**src/rv_pkg.sv**
```systemverilog
package rv_pkg;

  // RV32 register and instruction width
  parameter int xlen = 32;

  typedef logic [xlen-1:0] word_t;
  typedef logic [4:0]      reg_addr_t;

  // major opcodes kept by this core
  // any other encoding decodes as illegal
  typedef enum logic [6:0] {
    op_lui = 7'b0110111,
    op_imm = 7'b0010011,
    op_reg = 7'b0110011
  } opcode_e;

  // alu function picked in decode
  typedef enum logic [1:0] {
    alu_add      = 2'd0,
    alu_sub      = 2'd1,
    alu_slt      = 2'd2,
    alu_pass_imm = 2'd3
  } alu_op_e;

  // raw word on the input stream
  typedef struct packed {
    word_t insn;
  } fetch_t;

  // decode output, also the queue entry
  typedef struct packed {
    word_t     pc;
    word_t     insn;
    reg_addr_t rd;
    reg_addr_t rs1;
    reg_addr_t rs2;
    // sign-extended I or U immediate
    word_t     imm;
    alu_op_e   alu_op;
    // immediate replaces rs2 as operand b
    logic      use_imm;
    logic      writes_rd;
    logic      illegal;
  } decoded_t;

  // one record per retired instruction
  typedef struct packed {
    word_t     pc;
    word_t     insn;
    reg_addr_t rd;
    word_t     rd_data;
    logic      writes_rd;
    logic      illegal;
  } wb_trace_t;

endpackage

```
**src/reg_file.sv**
```systemverilog
`timescale 1ns/1ps

module reg_file (
  input  logic              clk,
  input  logic              rst,
  input  rv_pkg::reg_addr_t rs1,
  output rv_pkg::word_t     rs1_data,
  input  rv_pkg::reg_addr_t rs2,
  output rv_pkg::word_t     rs2_data,
  input  logic              we,
  input  rv_pkg::reg_addr_t rd,
  input  rv_pkg::word_t     rd_data
);
  import rv_pkg::*;

  localparam int num_regs = 32;

  word_t regs [num_regs];

  // x0 hardwired to zero on both ports
  assign rs1_data = (rs1 == '0) ? '0 : regs[rs1];
  assign rs2_data = (rs2 == '0) ? '0 : regs[rs2];

  always_ff @(posedge clk) begin
    if (rst) begin
      for (int i = 0; i < num_regs; i++) begin
        regs[i] <= '0;
      end
    end else if (we && rd != '0) begin
      // writes to x0 dropped
      regs[rd] <= rd_data;
    end
  end

endmodule

```
**src/insn_decode.sv**
```systemverilog
`timescale 1ns/1ps

module insn_decode #(
  parameter rv_pkg::word_t reset_pc = '0
) (
  input  logic             clk,
  input  logic             rst,
  input  logic             in_valid,
  output logic             in_ready,
  input  rv_pkg::fetch_t   in_insn,
  output logic             dec_valid,
  input  logic             dec_ready,
  output rv_pkg::decoded_t dec_rec
);
  import rv_pkg::*;

  // funct7 and funct3 codes of the kept ops
  localparam logic [6:0] funct7_base = 7'b0000000;
  localparam logic [6:0] funct7_alt  = 7'b0100000;
  localparam logic [2:0] funct3_add  = 3'b000;
  localparam logic [2:0] funct3_slt  = 3'b010;

  // pc for the next accepted word
  word_t pc_q;
  logic in_fire;
  decoded_t dec_next;

  // instruction fields
  word_t      insn;
  opcode_e    opcode;
  logic [2:0] funct3;
  logic [6:0] funct7;
  word_t      imm_i_sext;
  word_t      imm_u;

  assign insn   = in_insn.insn;
  assign opcode = opcode_e'(insn[6:0]);
  assign funct3 = insn[14:12];
  assign funct7 = insn[31:25];

  // I-type, sign bit is insn[31]
  assign imm_i_sext = {{20{insn[31]}}, insn[31:20]};
  // U-type, low 12 bits zero
  assign imm_u = {insn[31:12], 12'b0};

  // room when empty or draining this cycle
  assign in_ready = !dec_valid || dec_ready;
  assign in_fire  = in_valid && in_ready;

  always_comb begin
    dec_next           = '0;
    dec_next.pc        = pc_q;
    dec_next.insn      = insn;
    dec_next.rd        = insn[11:7];
    dec_next.rs1       = insn[19:15];
    dec_next.rs2       = insn[24:20];
    dec_next.imm       = imm_i_sext;
    dec_next.alu_op    = alu_add;
    dec_next.use_imm   = 1'b0;
    dec_next.writes_rd = 1'b0;
    dec_next.illegal   = 1'b0;
    case (opcode)
      op_lui: begin
        dec_next.imm       = imm_u;
        dec_next.alu_op    = alu_pass_imm;
        dec_next.use_imm   = 1'b1;
        dec_next.writes_rd = 1'b1;
      end
      op_imm: begin
        dec_next.use_imm = 1'b1;
        if (funct3 == funct3_add) begin
          dec_next.alu_op    = alu_add;
          dec_next.writes_rd = 1'b1;
        end else if (funct3 == funct3_slt) begin
          dec_next.alu_op    = alu_slt;
          dec_next.writes_rd = 1'b1;
        end else begin
          dec_next.illegal = 1'b1;
        end
      end
      op_reg: begin
        // only add and sub, funct7 picks which
        if (funct3 == funct3_add && funct7 == funct7_base) begin
          dec_next.alu_op    = alu_add;
          dec_next.writes_rd = 1'b1;
        end else if (funct3 == funct3_add && funct7 == funct7_alt) begin
          dec_next.alu_op    = alu_sub;
          dec_next.writes_rd = 1'b1;
        end else begin
          dec_next.illegal = 1'b1;
        end
      end
      default: begin
        dec_next.illegal = 1'b1;
      end
    endcase
  end

  // valid flag and pc counter
  always_ff @(posedge clk) begin
    if (rst) begin
      dec_valid <= 1'b0;
      pc_q      <= reset_pc;
    end else if (in_fire) begin
      dec_valid <= 1'b1;
      pc_q      <= pc_q + 32'd4;
    end else if (dec_ready) begin
      dec_valid <= 1'b0;
    end
  end

  // decoded record, loaded on accept only
  always_ff @(posedge clk) begin
    if (in_fire) begin
      dec_rec <= dec_next;
    end
  end

endmodule

```
**src/insn_queue.sv**
```systemverilog
`timescale 1ns/1ps

module insn_queue #(
  parameter int queue_depth = 4
) (
  input  logic             clk,
  input  logic             rst,
  input  logic             dec_valid,
  output logic             dec_ready,
  input  rv_pkg::decoded_t dec_rec,
  output logic             q_valid,
  input  logic             q_ready,
  output rv_pkg::decoded_t q_rec
);
  import rv_pkg::*;

  localparam int ptr_w = $clog2(queue_depth);
  localparam int cnt_w = $clog2(queue_depth + 1);

  decoded_t mem [queue_depth];
  logic [ptr_w-1:0] wr_ptr;
  logic [ptr_w-1:0] rd_ptr;
  logic [cnt_w-1:0] count;
  logic full;
  logic wr_en;
  logic rd_en;

  assign full    = count == cnt_w'(queue_depth);
  assign q_valid = count != '0;
  assign q_rec   = mem[rd_ptr];
  // full queue still takes a word if the head leaves on the same edge
  assign dec_ready = !full || q_ready;
  assign wr_en     = dec_valid && dec_ready;
  assign rd_en     = q_valid && q_ready;

  always_ff @(posedge clk) begin
    if (rst) begin
      wr_ptr <= '0;
      rd_ptr <= '0;
      count  <= '0;
    end else begin
      // pointers wrap at the last entry
      if (wr_en) begin
        wr_ptr <= (wr_ptr == ptr_w'(queue_depth - 1)) ? '0 : wr_ptr + 1'b1;
      end
      if (rd_en) begin
        rd_ptr <= (rd_ptr == ptr_w'(queue_depth - 1)) ? '0 : rd_ptr + 1'b1;
      end
      if (wr_en && !rd_en) begin
        count <= count + 1'b1;
      end else if (rd_en && !wr_en) begin
        count <= count - 1'b1;
      end
    end
  end

  always_ff @(posedge clk) begin
    if (wr_en) begin
      mem[wr_ptr] <= dec_rec;
    end
  end

endmodule

```
**src/execute_stage.sv**
```systemverilog
`timescale 1ns/1ps

module execute_stage (
  input  logic              clk,
  input  logic              rst,
  input  logic              q_valid,
  output logic              q_ready,
  input  rv_pkg::decoded_t  q_rec,
  output logic              trace_valid,
  input  logic              trace_ready,
  output rv_pkg::wb_trace_t trace
);
  import rv_pkg::*;

  // writeback register
  logic      wb_valid;
  wb_trace_t wb_q;
  wb_trace_t wb_next;

  // register file side
  word_t rs1_data;
  word_t rs2_data;
  logic  rf_we;
  logic  trace_fire;
  logic  head_fire;

  // operands after bypass
  logic  fwd_ok;
  word_t op_a;
  word_t op_b_reg;
  word_t op_b;

  // adder shared by add and sub
  logic  is_sub;
  word_t add_b;
  word_t sum;
  word_t alu_result;

  assign trace_valid = wb_valid;
  assign trace       = wb_q;
  assign trace_fire  = trace_valid && trace_ready;

  // head moves when wb is empty or leaving now
  assign q_ready   = !wb_valid || trace_ready;
  assign head_fire = q_valid && q_ready;

  // commit on the trace transfer
  assign rf_we = trace_fire && wb_q.writes_rd && !wb_q.illegal;

  reg_file reg_file_inst (
    .clk      (clk),
    .rst      (rst),
    .rs1      (q_rec.rs1),
    .rs1_data (rs1_data),
    .rs2      (q_rec.rs2),
    .rs2_data (rs2_data),
    .we       (rf_we),
    .rd       (wb_q.rd),
    .rd_data  (wb_q.rd_data)
  );

  // wb result not yet in the file so bypass it
  assign fwd_ok   = wb_valid && wb_q.writes_rd && !wb_q.illegal && wb_q.rd != '0;
  assign op_a     = (fwd_ok && wb_q.rd == q_rec.rs1) ? wb_q.rd_data : rs1_data;
  assign op_b_reg = (fwd_ok && wb_q.rd == q_rec.rs2) ? wb_q.rd_data : rs2_data;
  assign op_b     = q_rec.use_imm ? q_rec.imm : op_b_reg;

  // sub is a + ~b + 1
  assign is_sub = q_rec.alu_op == alu_sub;
  assign add_b  = is_sub ? ~op_b : op_b;
  assign sum    = op_a + add_b + word_t'(is_sub);

  always_comb begin
    case (q_rec.alu_op)
      alu_add, alu_sub: alu_result = sum;
      alu_slt:          alu_result = ($signed(op_a) < $signed(op_b)) ? 32'd1 : 32'd0;
      // lui takes the imm already shifted in decode
      alu_pass_imm:     alu_result = q_rec.imm;
      default:          alu_result = '0;
    endcase
  end

  always_comb begin
    wb_next.pc        = q_rec.pc;
    wb_next.insn      = q_rec.insn;
    wb_next.rd        = q_rec.rd;
    // illegal records carry zero data
    wb_next.rd_data   = q_rec.illegal ? '0 : alu_result;
    wb_next.writes_rd = q_rec.writes_rd;
    wb_next.illegal   = q_rec.illegal;
  end

  always_ff @(posedge clk) begin
    if (rst) begin
      wb_valid <= 1'b0;
    end else if (head_fire) begin
      wb_valid <= 1'b1;
    end else if (trace_fire) begin
      wb_valid <= 1'b0;
    end
  end

  // payload held until the trace is taken
  always_ff @(posedge clk) begin
    if (head_fire) begin
      wb_q <= wb_next;
    end
  end

endmodule

```
**src/riscv_pipe_core.sv**
```systemverilog
`timescale 1ns/1ps

module riscv_pipe_core #(
  parameter rv_pkg::word_t reset_pc    = '0,
  parameter int            queue_depth = 4
) (
  input  logic              clk,
  input  logic              rst,
  input  logic              in_valid,
  output logic              in_ready,
  input  rv_pkg::fetch_t    in_insn,
  output logic              trace_valid,
  input  logic              trace_ready,
  output rv_pkg::wb_trace_t trace
);
  import rv_pkg::*;

  // decode to queue
  logic     dec_valid;
  logic     dec_ready;
  decoded_t dec_rec;

  // queue to execute
  logic     q_valid;
  logic     q_ready;
  decoded_t q_rec;

  insn_decode #(
    .reset_pc (reset_pc)
  ) insn_decode_inst (
    .clk       (clk),
    .rst       (rst),
    .in_valid  (in_valid),
    .in_ready  (in_ready),
    .in_insn   (in_insn),
    .dec_valid (dec_valid),
    .dec_ready (dec_ready),
    .dec_rec   (dec_rec)
  );

  insn_queue #(
    .queue_depth (queue_depth)
  ) insn_queue_inst (
    .clk       (clk),
    .rst       (rst),
    .dec_valid (dec_valid),
    .dec_ready (dec_ready),
    .dec_rec   (dec_rec),
    .q_valid   (q_valid),
    .q_ready   (q_ready),
    .q_rec     (q_rec)
  );

  execute_stage execute_stage_inst (
    .clk         (clk),
    .rst         (rst),
    .q_valid     (q_valid),
    .q_ready     (q_ready),
    .q_rec       (q_rec),
    .trace_valid (trace_valid),
    .trace_ready (trace_ready),
    .trace       (trace)
  );

endmodule

```
**config.mk**
```make
export PLATFORM = sky130hd
export DESIGN_NAME = riscv_pipe_core
export DESIGN_NICKNAME = d
export VERILOG_FILES = /design/src/rv_pkg.sv /design/src/reg_file.sv /design/src/insn_decode.sv /design/src/insn_queue.sv /design/src/execute_stage.sv /design/src/riscv_pipe_core.sv
export SDC_FILE = /design/constraint.sdc
export NUM_CORES = 2
export LEC_CHECK = 0
export BUFFER_PORTS_ARGS = -buffer_cell sky130_fd_sc_hd__buf_4
export CORE_MARGIN = 2
export CORE_UTILIZATION = 60
export CTS_CLUSTER_DIAMETER = 100
export DETAILED_ROUTE_END_ITERATION = 16
export GPL_ROUTABILITY_DRIVEN = 0
export PLACE_DENSITY = 0.8
export SETUP_SLACK_MARGIN = 0.05
export SYNTH_ARGS = -nofsm -noshare
export SYNTH_HDL_FRONTEND = slang
export SYNTH_SLANG_ARGS = --single-unit
```
**constraint.sdc**
```tcl
create_clock -name clk -period 8.4 [get_ports clk]
set_input_delay 1.26 -clock clk [delete_from_list [all_inputs] [get_ports clk]]
set_output_delay 1.26 -clock clk [all_outputs]
set_load 0.1 [all_outputs]
```
Yosys cells after proc, flatten, opt, wreduce, memory -nomap -nowiden
Memories as Yosys holds them, arrays and structs flattened. A register that Yosys moved wholly into a read port is not among the register bits.
Index checks and enable logic that the tools add are counted.
{"block": "op_classes", "reduce_logical": 38, "magnitude_cmp": 1, "bitwise": 1, "n_addsub": 7, "eq_ne": 13, "mux": 45}
{"cell": "two-way mux 32 bit", "n": 7}
{"cell": "case mux 32 bit (3 select lines)", "n": 1}
{"cell": "adder 32 x 1 -> 32 bit", "n": 1}
{"cell": "adder 32 x 3 -> 32 bit, second input constant", "n": 1}
{"cell": "adder 32 bit", "n": 1}
{"cell": "< comparator 32 bit", "n": 1}
{"cell": "inverter 32 bit", "n": 1}
{"cell": "OR reduction 32 bit", "n": 1}
{"cell": "two-way mux 31 bit", "n": 1}
{"cell": "two-way mux 1 bit", "n": 23}
{"cell": "== test 7 x 6 -> 1 bit, second input constant", "n": 3}
{"cell": "logical AND 1 bit", "n": 16}
{"cell": "two-way mux 2 bit", "n": 7}
{"cell": "== test 5 bit", "n": 2}
{"cell": "logical NOT 5 bit", "n": 2}
{"cell": "== test 2 bit, second input constant", "n": 4}
{"cell": "== test 7 x 5 -> 1 bit, second input constant", "n": 1}
{"cell": "logical NOT 7 bit", "n": 1}
{"cell": "logical NOT 1 bit", "n": 6}
{"cell": "two-way mux 3 bit", "n": 2}
{"cell": "case mux 1 bit (3 select lines)", "n": 2}
{"cell": "case mux 2 bit (3 select lines)", "n": 1}
{"cell": "nonzero test 2 bit", "n": 3}
{"cell": "two-way mux 5 bit", "n": 1}
{"cell": "12 further kinds", "n": 16}
{"block": "word_totals", "word_cells": 130, "ff_bits": 260, "mem_bits_rw": 1488, "output_inout_bits": 105, "memories": 2}
{"name": "execute_stage_inst.reg_file_inst.regs", "depth": 32, "width": 32, "rd": 2, "rd_ports_with_merged_regs": 0, "write_ports": 32, "line": "reg_file.sv:18", "rtl": "word_t regs [num_regs];"}
{"name": "insn_queue_inst.mem", "depth": 4, "width": 116, "rd": 1, "rd_ports_with_merged_regs": 1, "write_ports": 1, "line": "insn_queue.sv:20", "rtl": "decoded_t mem [queue_depth];"}

Logic depth before layout (Yosys ltp)
{"block": "logic_depth", "depth_word": 11, "depth_mapped": 28}

Modules after synthesis
Synthesis repeated with hierarchy kept, for this count alone.
{"block": "hier_totals", "cells_unflattened": 5219, "hier_area_um2": 83830.4}
{"module": "reg_file", "cells_each": 3502, "instances": 1, "area_per_inst_um2": 54253.3}
{"module": "insn_queue", "cells_each": 654, "instances": 1, "area_per_inst_um2": 17167.7}
{"module": "execute_stage", "cells_each": 704, "instances": 1, "area_per_inst_um2": 7422.1}
{"module": "insn_decode", "cells_each": 359, "instances": 1, "area_per_inst_um2": 4987.3}

Least setup slack after synthesis
No wires, ideal clock.
{"block": "synth_path", "path_kind": "in2reg", "from": "input trace_ready", "to": "register insn_queue_inst.count[2]", "setup_slack_ns": 1.338, "cell_stages": 9, "arrival_time_ns": 6.992, "n_path_buf": 0, "required_time_ns": 8.330, "cell_sequence": "nor2b_1 -> nor2_1 -> inv_1 -> ha_1 -> inv_1 -> fa_1 -> xor2_1 -> or3_1 -> a21oi_1"}
{"block": "synth_via", "elab_cells_between_ends": 10, "classes_between": "1 x mux; 9 x reduce/logical"}
{"item": "start, declared", "line": "riscv_pipe_core.sv:13", "rtl": "input logic trace_ready,"}
{"item": "logical OR 1 bit *", "line": "execute_stage.sv:44", "rtl": "assign q_ready = !wb_valid || trace_ready;"}
{"item": "logical AND 1 bit *"}
{"item": "named net execute_stage_inst.head_fire", "line": "execute_stage.sv:25", "rtl": "logic head_fire;"}
{"item": "logical NOT 1 bit", "line": "insn_queue.sv:49", "rtl": "if (wr_en && !rd_en) begin"}
{"item": "logical AND 1 bit", "line": "insn_queue.sv:49"}
{"item": "two-way mux 3 bit or nonzero test 2 bit (tied branches)"}
{"item": "end signal, assigned", "line": "insn_queue.sv:50", "rtl": "count <= count + 1'b1;"}
{"item": "end signal, assigned", "line": "insn_queue.sv:52", "rtl": "count <= count - 1'b1;"}
{"item": "end, declared", "line": "insn_queue.sv:23", "rtl": "logic [cnt_w-1:0] count;"}
Mark *: on every way through the listed nets, which the timed path passes. The rest lies on a longest branch.
A chain may end at the register's enable or synchronous reset.

==> out/qor.yml <==
run_status:
  status: "completed"
global_route:
  grtUsageTotal_pct: 35.7
  grt_overflow: 0
  antenna_found_initial: 14
  grt_max_degree: 68
  grt_pass1_vias: 51100
  grt_pass1_wl_mm: 350
sta:
  setup_slack_ns: 0.974
  max_freq_mhz: 135
  fin_setup_tns_ns: 0
  final_max_slew_viol_count: 0
  finalClockSkew_ns: 0.0519
  rsz0062_at_grt: "no"
  setup_viol_count_final: 0
  tightest_slew_ns: 1.29
  min_period_ns: 7.43
  hold_viol: 0
  post-route-period-util_pct: 88.4
  slew_headroom_pct: 13.7
die:
  die-area_mm2: 0.137
  core_area_mm2: 0.133
  rows: 134
  io_pins: 141
  fp.dieH_um: 371
  initial_core_util_pct: 60.4
  die-width_um: 371
clocking:
  post_cts_resize_count: 0
  post_cts_buffers: 0
  ctsHoldBuffers: 0
  max-clock-path-buffers: 3
  clock-root-buffer: "clkbuf_16"
  clk_latency_ns: 0.85
  cts_sinks: 1651
  numCtsBuffers: 165
  cts_max_level: 4
  clk_pin_slew_ns: 0.07
  cts_tree: "yes"
drt:
  wl_per_cell_um: 34.0
  first_iter_violations: 8898
  num_vias: 50647
  drc: 0
  drt-vias-per-instance: 7.09
  drt_pass1_iterations: 8
  wirelength_mm: 243
  ant_nets: 0
synth:
  synth_top_family_by_area: "multiplexers"
  synthSimpleGateAreaFrac_pct: 12.0
  syn-cell-area_mm2: 0.0806
  synth.top_cell.area_share_pct: 60.0
  synthMuxAreaShare_pct: 19.4
  synth_edf_count: 1610
  synth-seq-cells: 1651
  netlist_instances: 5185
  ys_types: 74
  yosysSeqAreaShare_pct: 61.0
  synth_top_area_cell: "edfxtp_1"
  synthAdderAreaFrac_pct: 1.10
  syn_area_per_cell_um2: 15.5
  synth_xor_area_share_pct: 0.934
  synth-main-ff-cell: "edfxtp_1"
  synth_compound_area_share_pct: 3.17
  yosysWarnings: 0
  netlist_top_cells_area: "edfxtp_1, mux4_2, and2_1"
  async_flop_share_pct: 0
final_layout:
  final_nets: 5340
  seq_area_mm2: 0.0492
  n_fill_cell: 8611
  multi_input_area_mm2: 0.0299
  final_cell_mix: "edfxtp_1, and2_1, mux4_2, nand2_1, buf_4"
  final_util_pct: 66.9
  finalInstanceArea_mm2: 0.0893
  syn_to_final_growth_pct: 10.7
  final_common_cell: "edfxtp_1"
  drive_above_1_share_pct: 24.1
power_and_ir_drop:
  vdd_drop_max_mv: 0.400
  power_mw: 33.5
  pwr_density_cell_mw_per_mm2: 375
  p_leak_nw: 31.5
placement:
  dpl_cell_area_mm2: 0.0838
  portBuffers: 138
  dpl_worst_slack_ns: 1.13
  dp.final_hpwl_mm: 142
setup_path:
  cp_common_cell: "o21ai_0"
  crit_type: "flop to flop"
  crit_path_max_fanout: 40
  start_kind: "flop"
  crit_slowest_cell: "mux4_4"
  required_ns: 8.98
  end_kind: "flop"
  crit_chain: "mux4_4 > buf_12 > buf_4 > mux4_2 > nand2_1 > nand3_1 > a31oi_1 > o211ai_1 > o21ai_0 > xnor2_1 > ha_1 > nor2b_1 > o21ai_0 > nand2b_1 > a22oi_1 > a31oi_1 > o31ai_1 > a21oi_1 > o21ai_0 > nand3_1 > a32o_1"
  crit_buf_inv: 2
  cp_slowest_stage_delay_ns: 0.81
  cp_top_family: "compound AO/OA/AOI/OAI gates"
  cp.arrival_ns: 8.00
job:
  cap_violations: 0
worst_hold_path:
  hold_path_class: "flop to flop"
-- layout make-up --
cell class,count,share of cell area (%)
Clock buffer,210,4.94
Timing Repair Buffer,300,2.65
Multi-Input combinational cell,3085,33.5
Sequential cell,1651,55.1
Clock inverter,93,1.23
Antenna cell,8,0.0224
Tap cell,1768,2.48
Inverter,31,0.133
-- through the flow --
stage,instances,hold WS [ns]
2_1_floorplan,5218,0.417
3_3_place_gp,6835,0.433
3_5_place_dp,6835,0.462
4_1_cts,7138,0.479
5_1_grt,7139,0.502
6_report,7146,0.489
-- cells in the mapped netlist, types with 39 or more instances --
master / instances
a21o_1: 39
a21oi_1: 52
and2_1: 1001
and3_1: 41
buf_1: 71
clkbuf_1: 329
dfxtp_1: 41
edfxtp_1: 1610
ha_1: 68
mux2i_1: 83
mux4_2: 649
nand2_1: 386
nand3_1: 78
nor2_1: 128
o21ai_0: 108
xnor2_1: 51
-- per-layer routing --
layer	vias to the layer above	global-route usage, %	wire length (µm)
met5	-	0	38
met4	6	23.8	18700
met3	923	9.08	34500
met2	4452	53.3	110000
met1	25331	46.8	79400
li1	19935	-	-
-- path summary, 6_finish.rpt --
| path | startpoint | endpoint | slack (ns) | depth (start not counted) |
|---|---|---|---|---|
| worst max-delay path | flop | execute_stage_inst.trace[30] | 0.97 | 21 |
| worst min-delay path | insn_decode_inst.pc_q[16] | insn_decode_inst.dec_rec[100] | 0.49 | 0 |
| worst max register to register | flop | execute_stage_inst.trace[30] | 0.97 | 21 |
| worst min register to register | insn_decode_inst.pc_q[16] | insn_decode_inst.dec_rec[100] | 0.49 | 0 |
-- registers in the layout, summed over array words and instances (netlist names), named ones only --
| register | cells |
|---|---|
| execute_stage_inst.reg_file_inst.regs | 1024 |
| insn_queue_inst.mem | 392 |
| insn_decode_inst.dec_rec | 98 |
| execute_stage_inst.trace | 96 |
| insn_decode_inst.pc_q | 30 |
| insn_queue_inst.count | 3 |
| insn_queue_inst.rd_ptr | 2 |
| insn_queue_inst.wr_ptr | 2 |
| execute_stage_inst.trace_valid | 1 |
| insn_decode_inst.dec_valid | 1 |
-- power by group --
part           total (mW)  leakage, nW  internal, mW  switching (mW)
Sequential           10.3         16.4          9.72           0.529
Combinational        15.6         12.4          5.55            10.1
Clock                7.59         2.66          4.28            3.31
-- cell families after synthesis --
| family | after synthesis |
|---|---|
| and+or+nand+nor | 1769 |
| DFF | 1651 |
| muxes | 748 |
| buffers and inverters | 482 |
| AOI/OAI and AO/OA | 378 |
| xor gates and xnor gates | 86 |
| adders and majority gates | 70 |
| other | 1 |
Power figures use the tool's default switching activity.
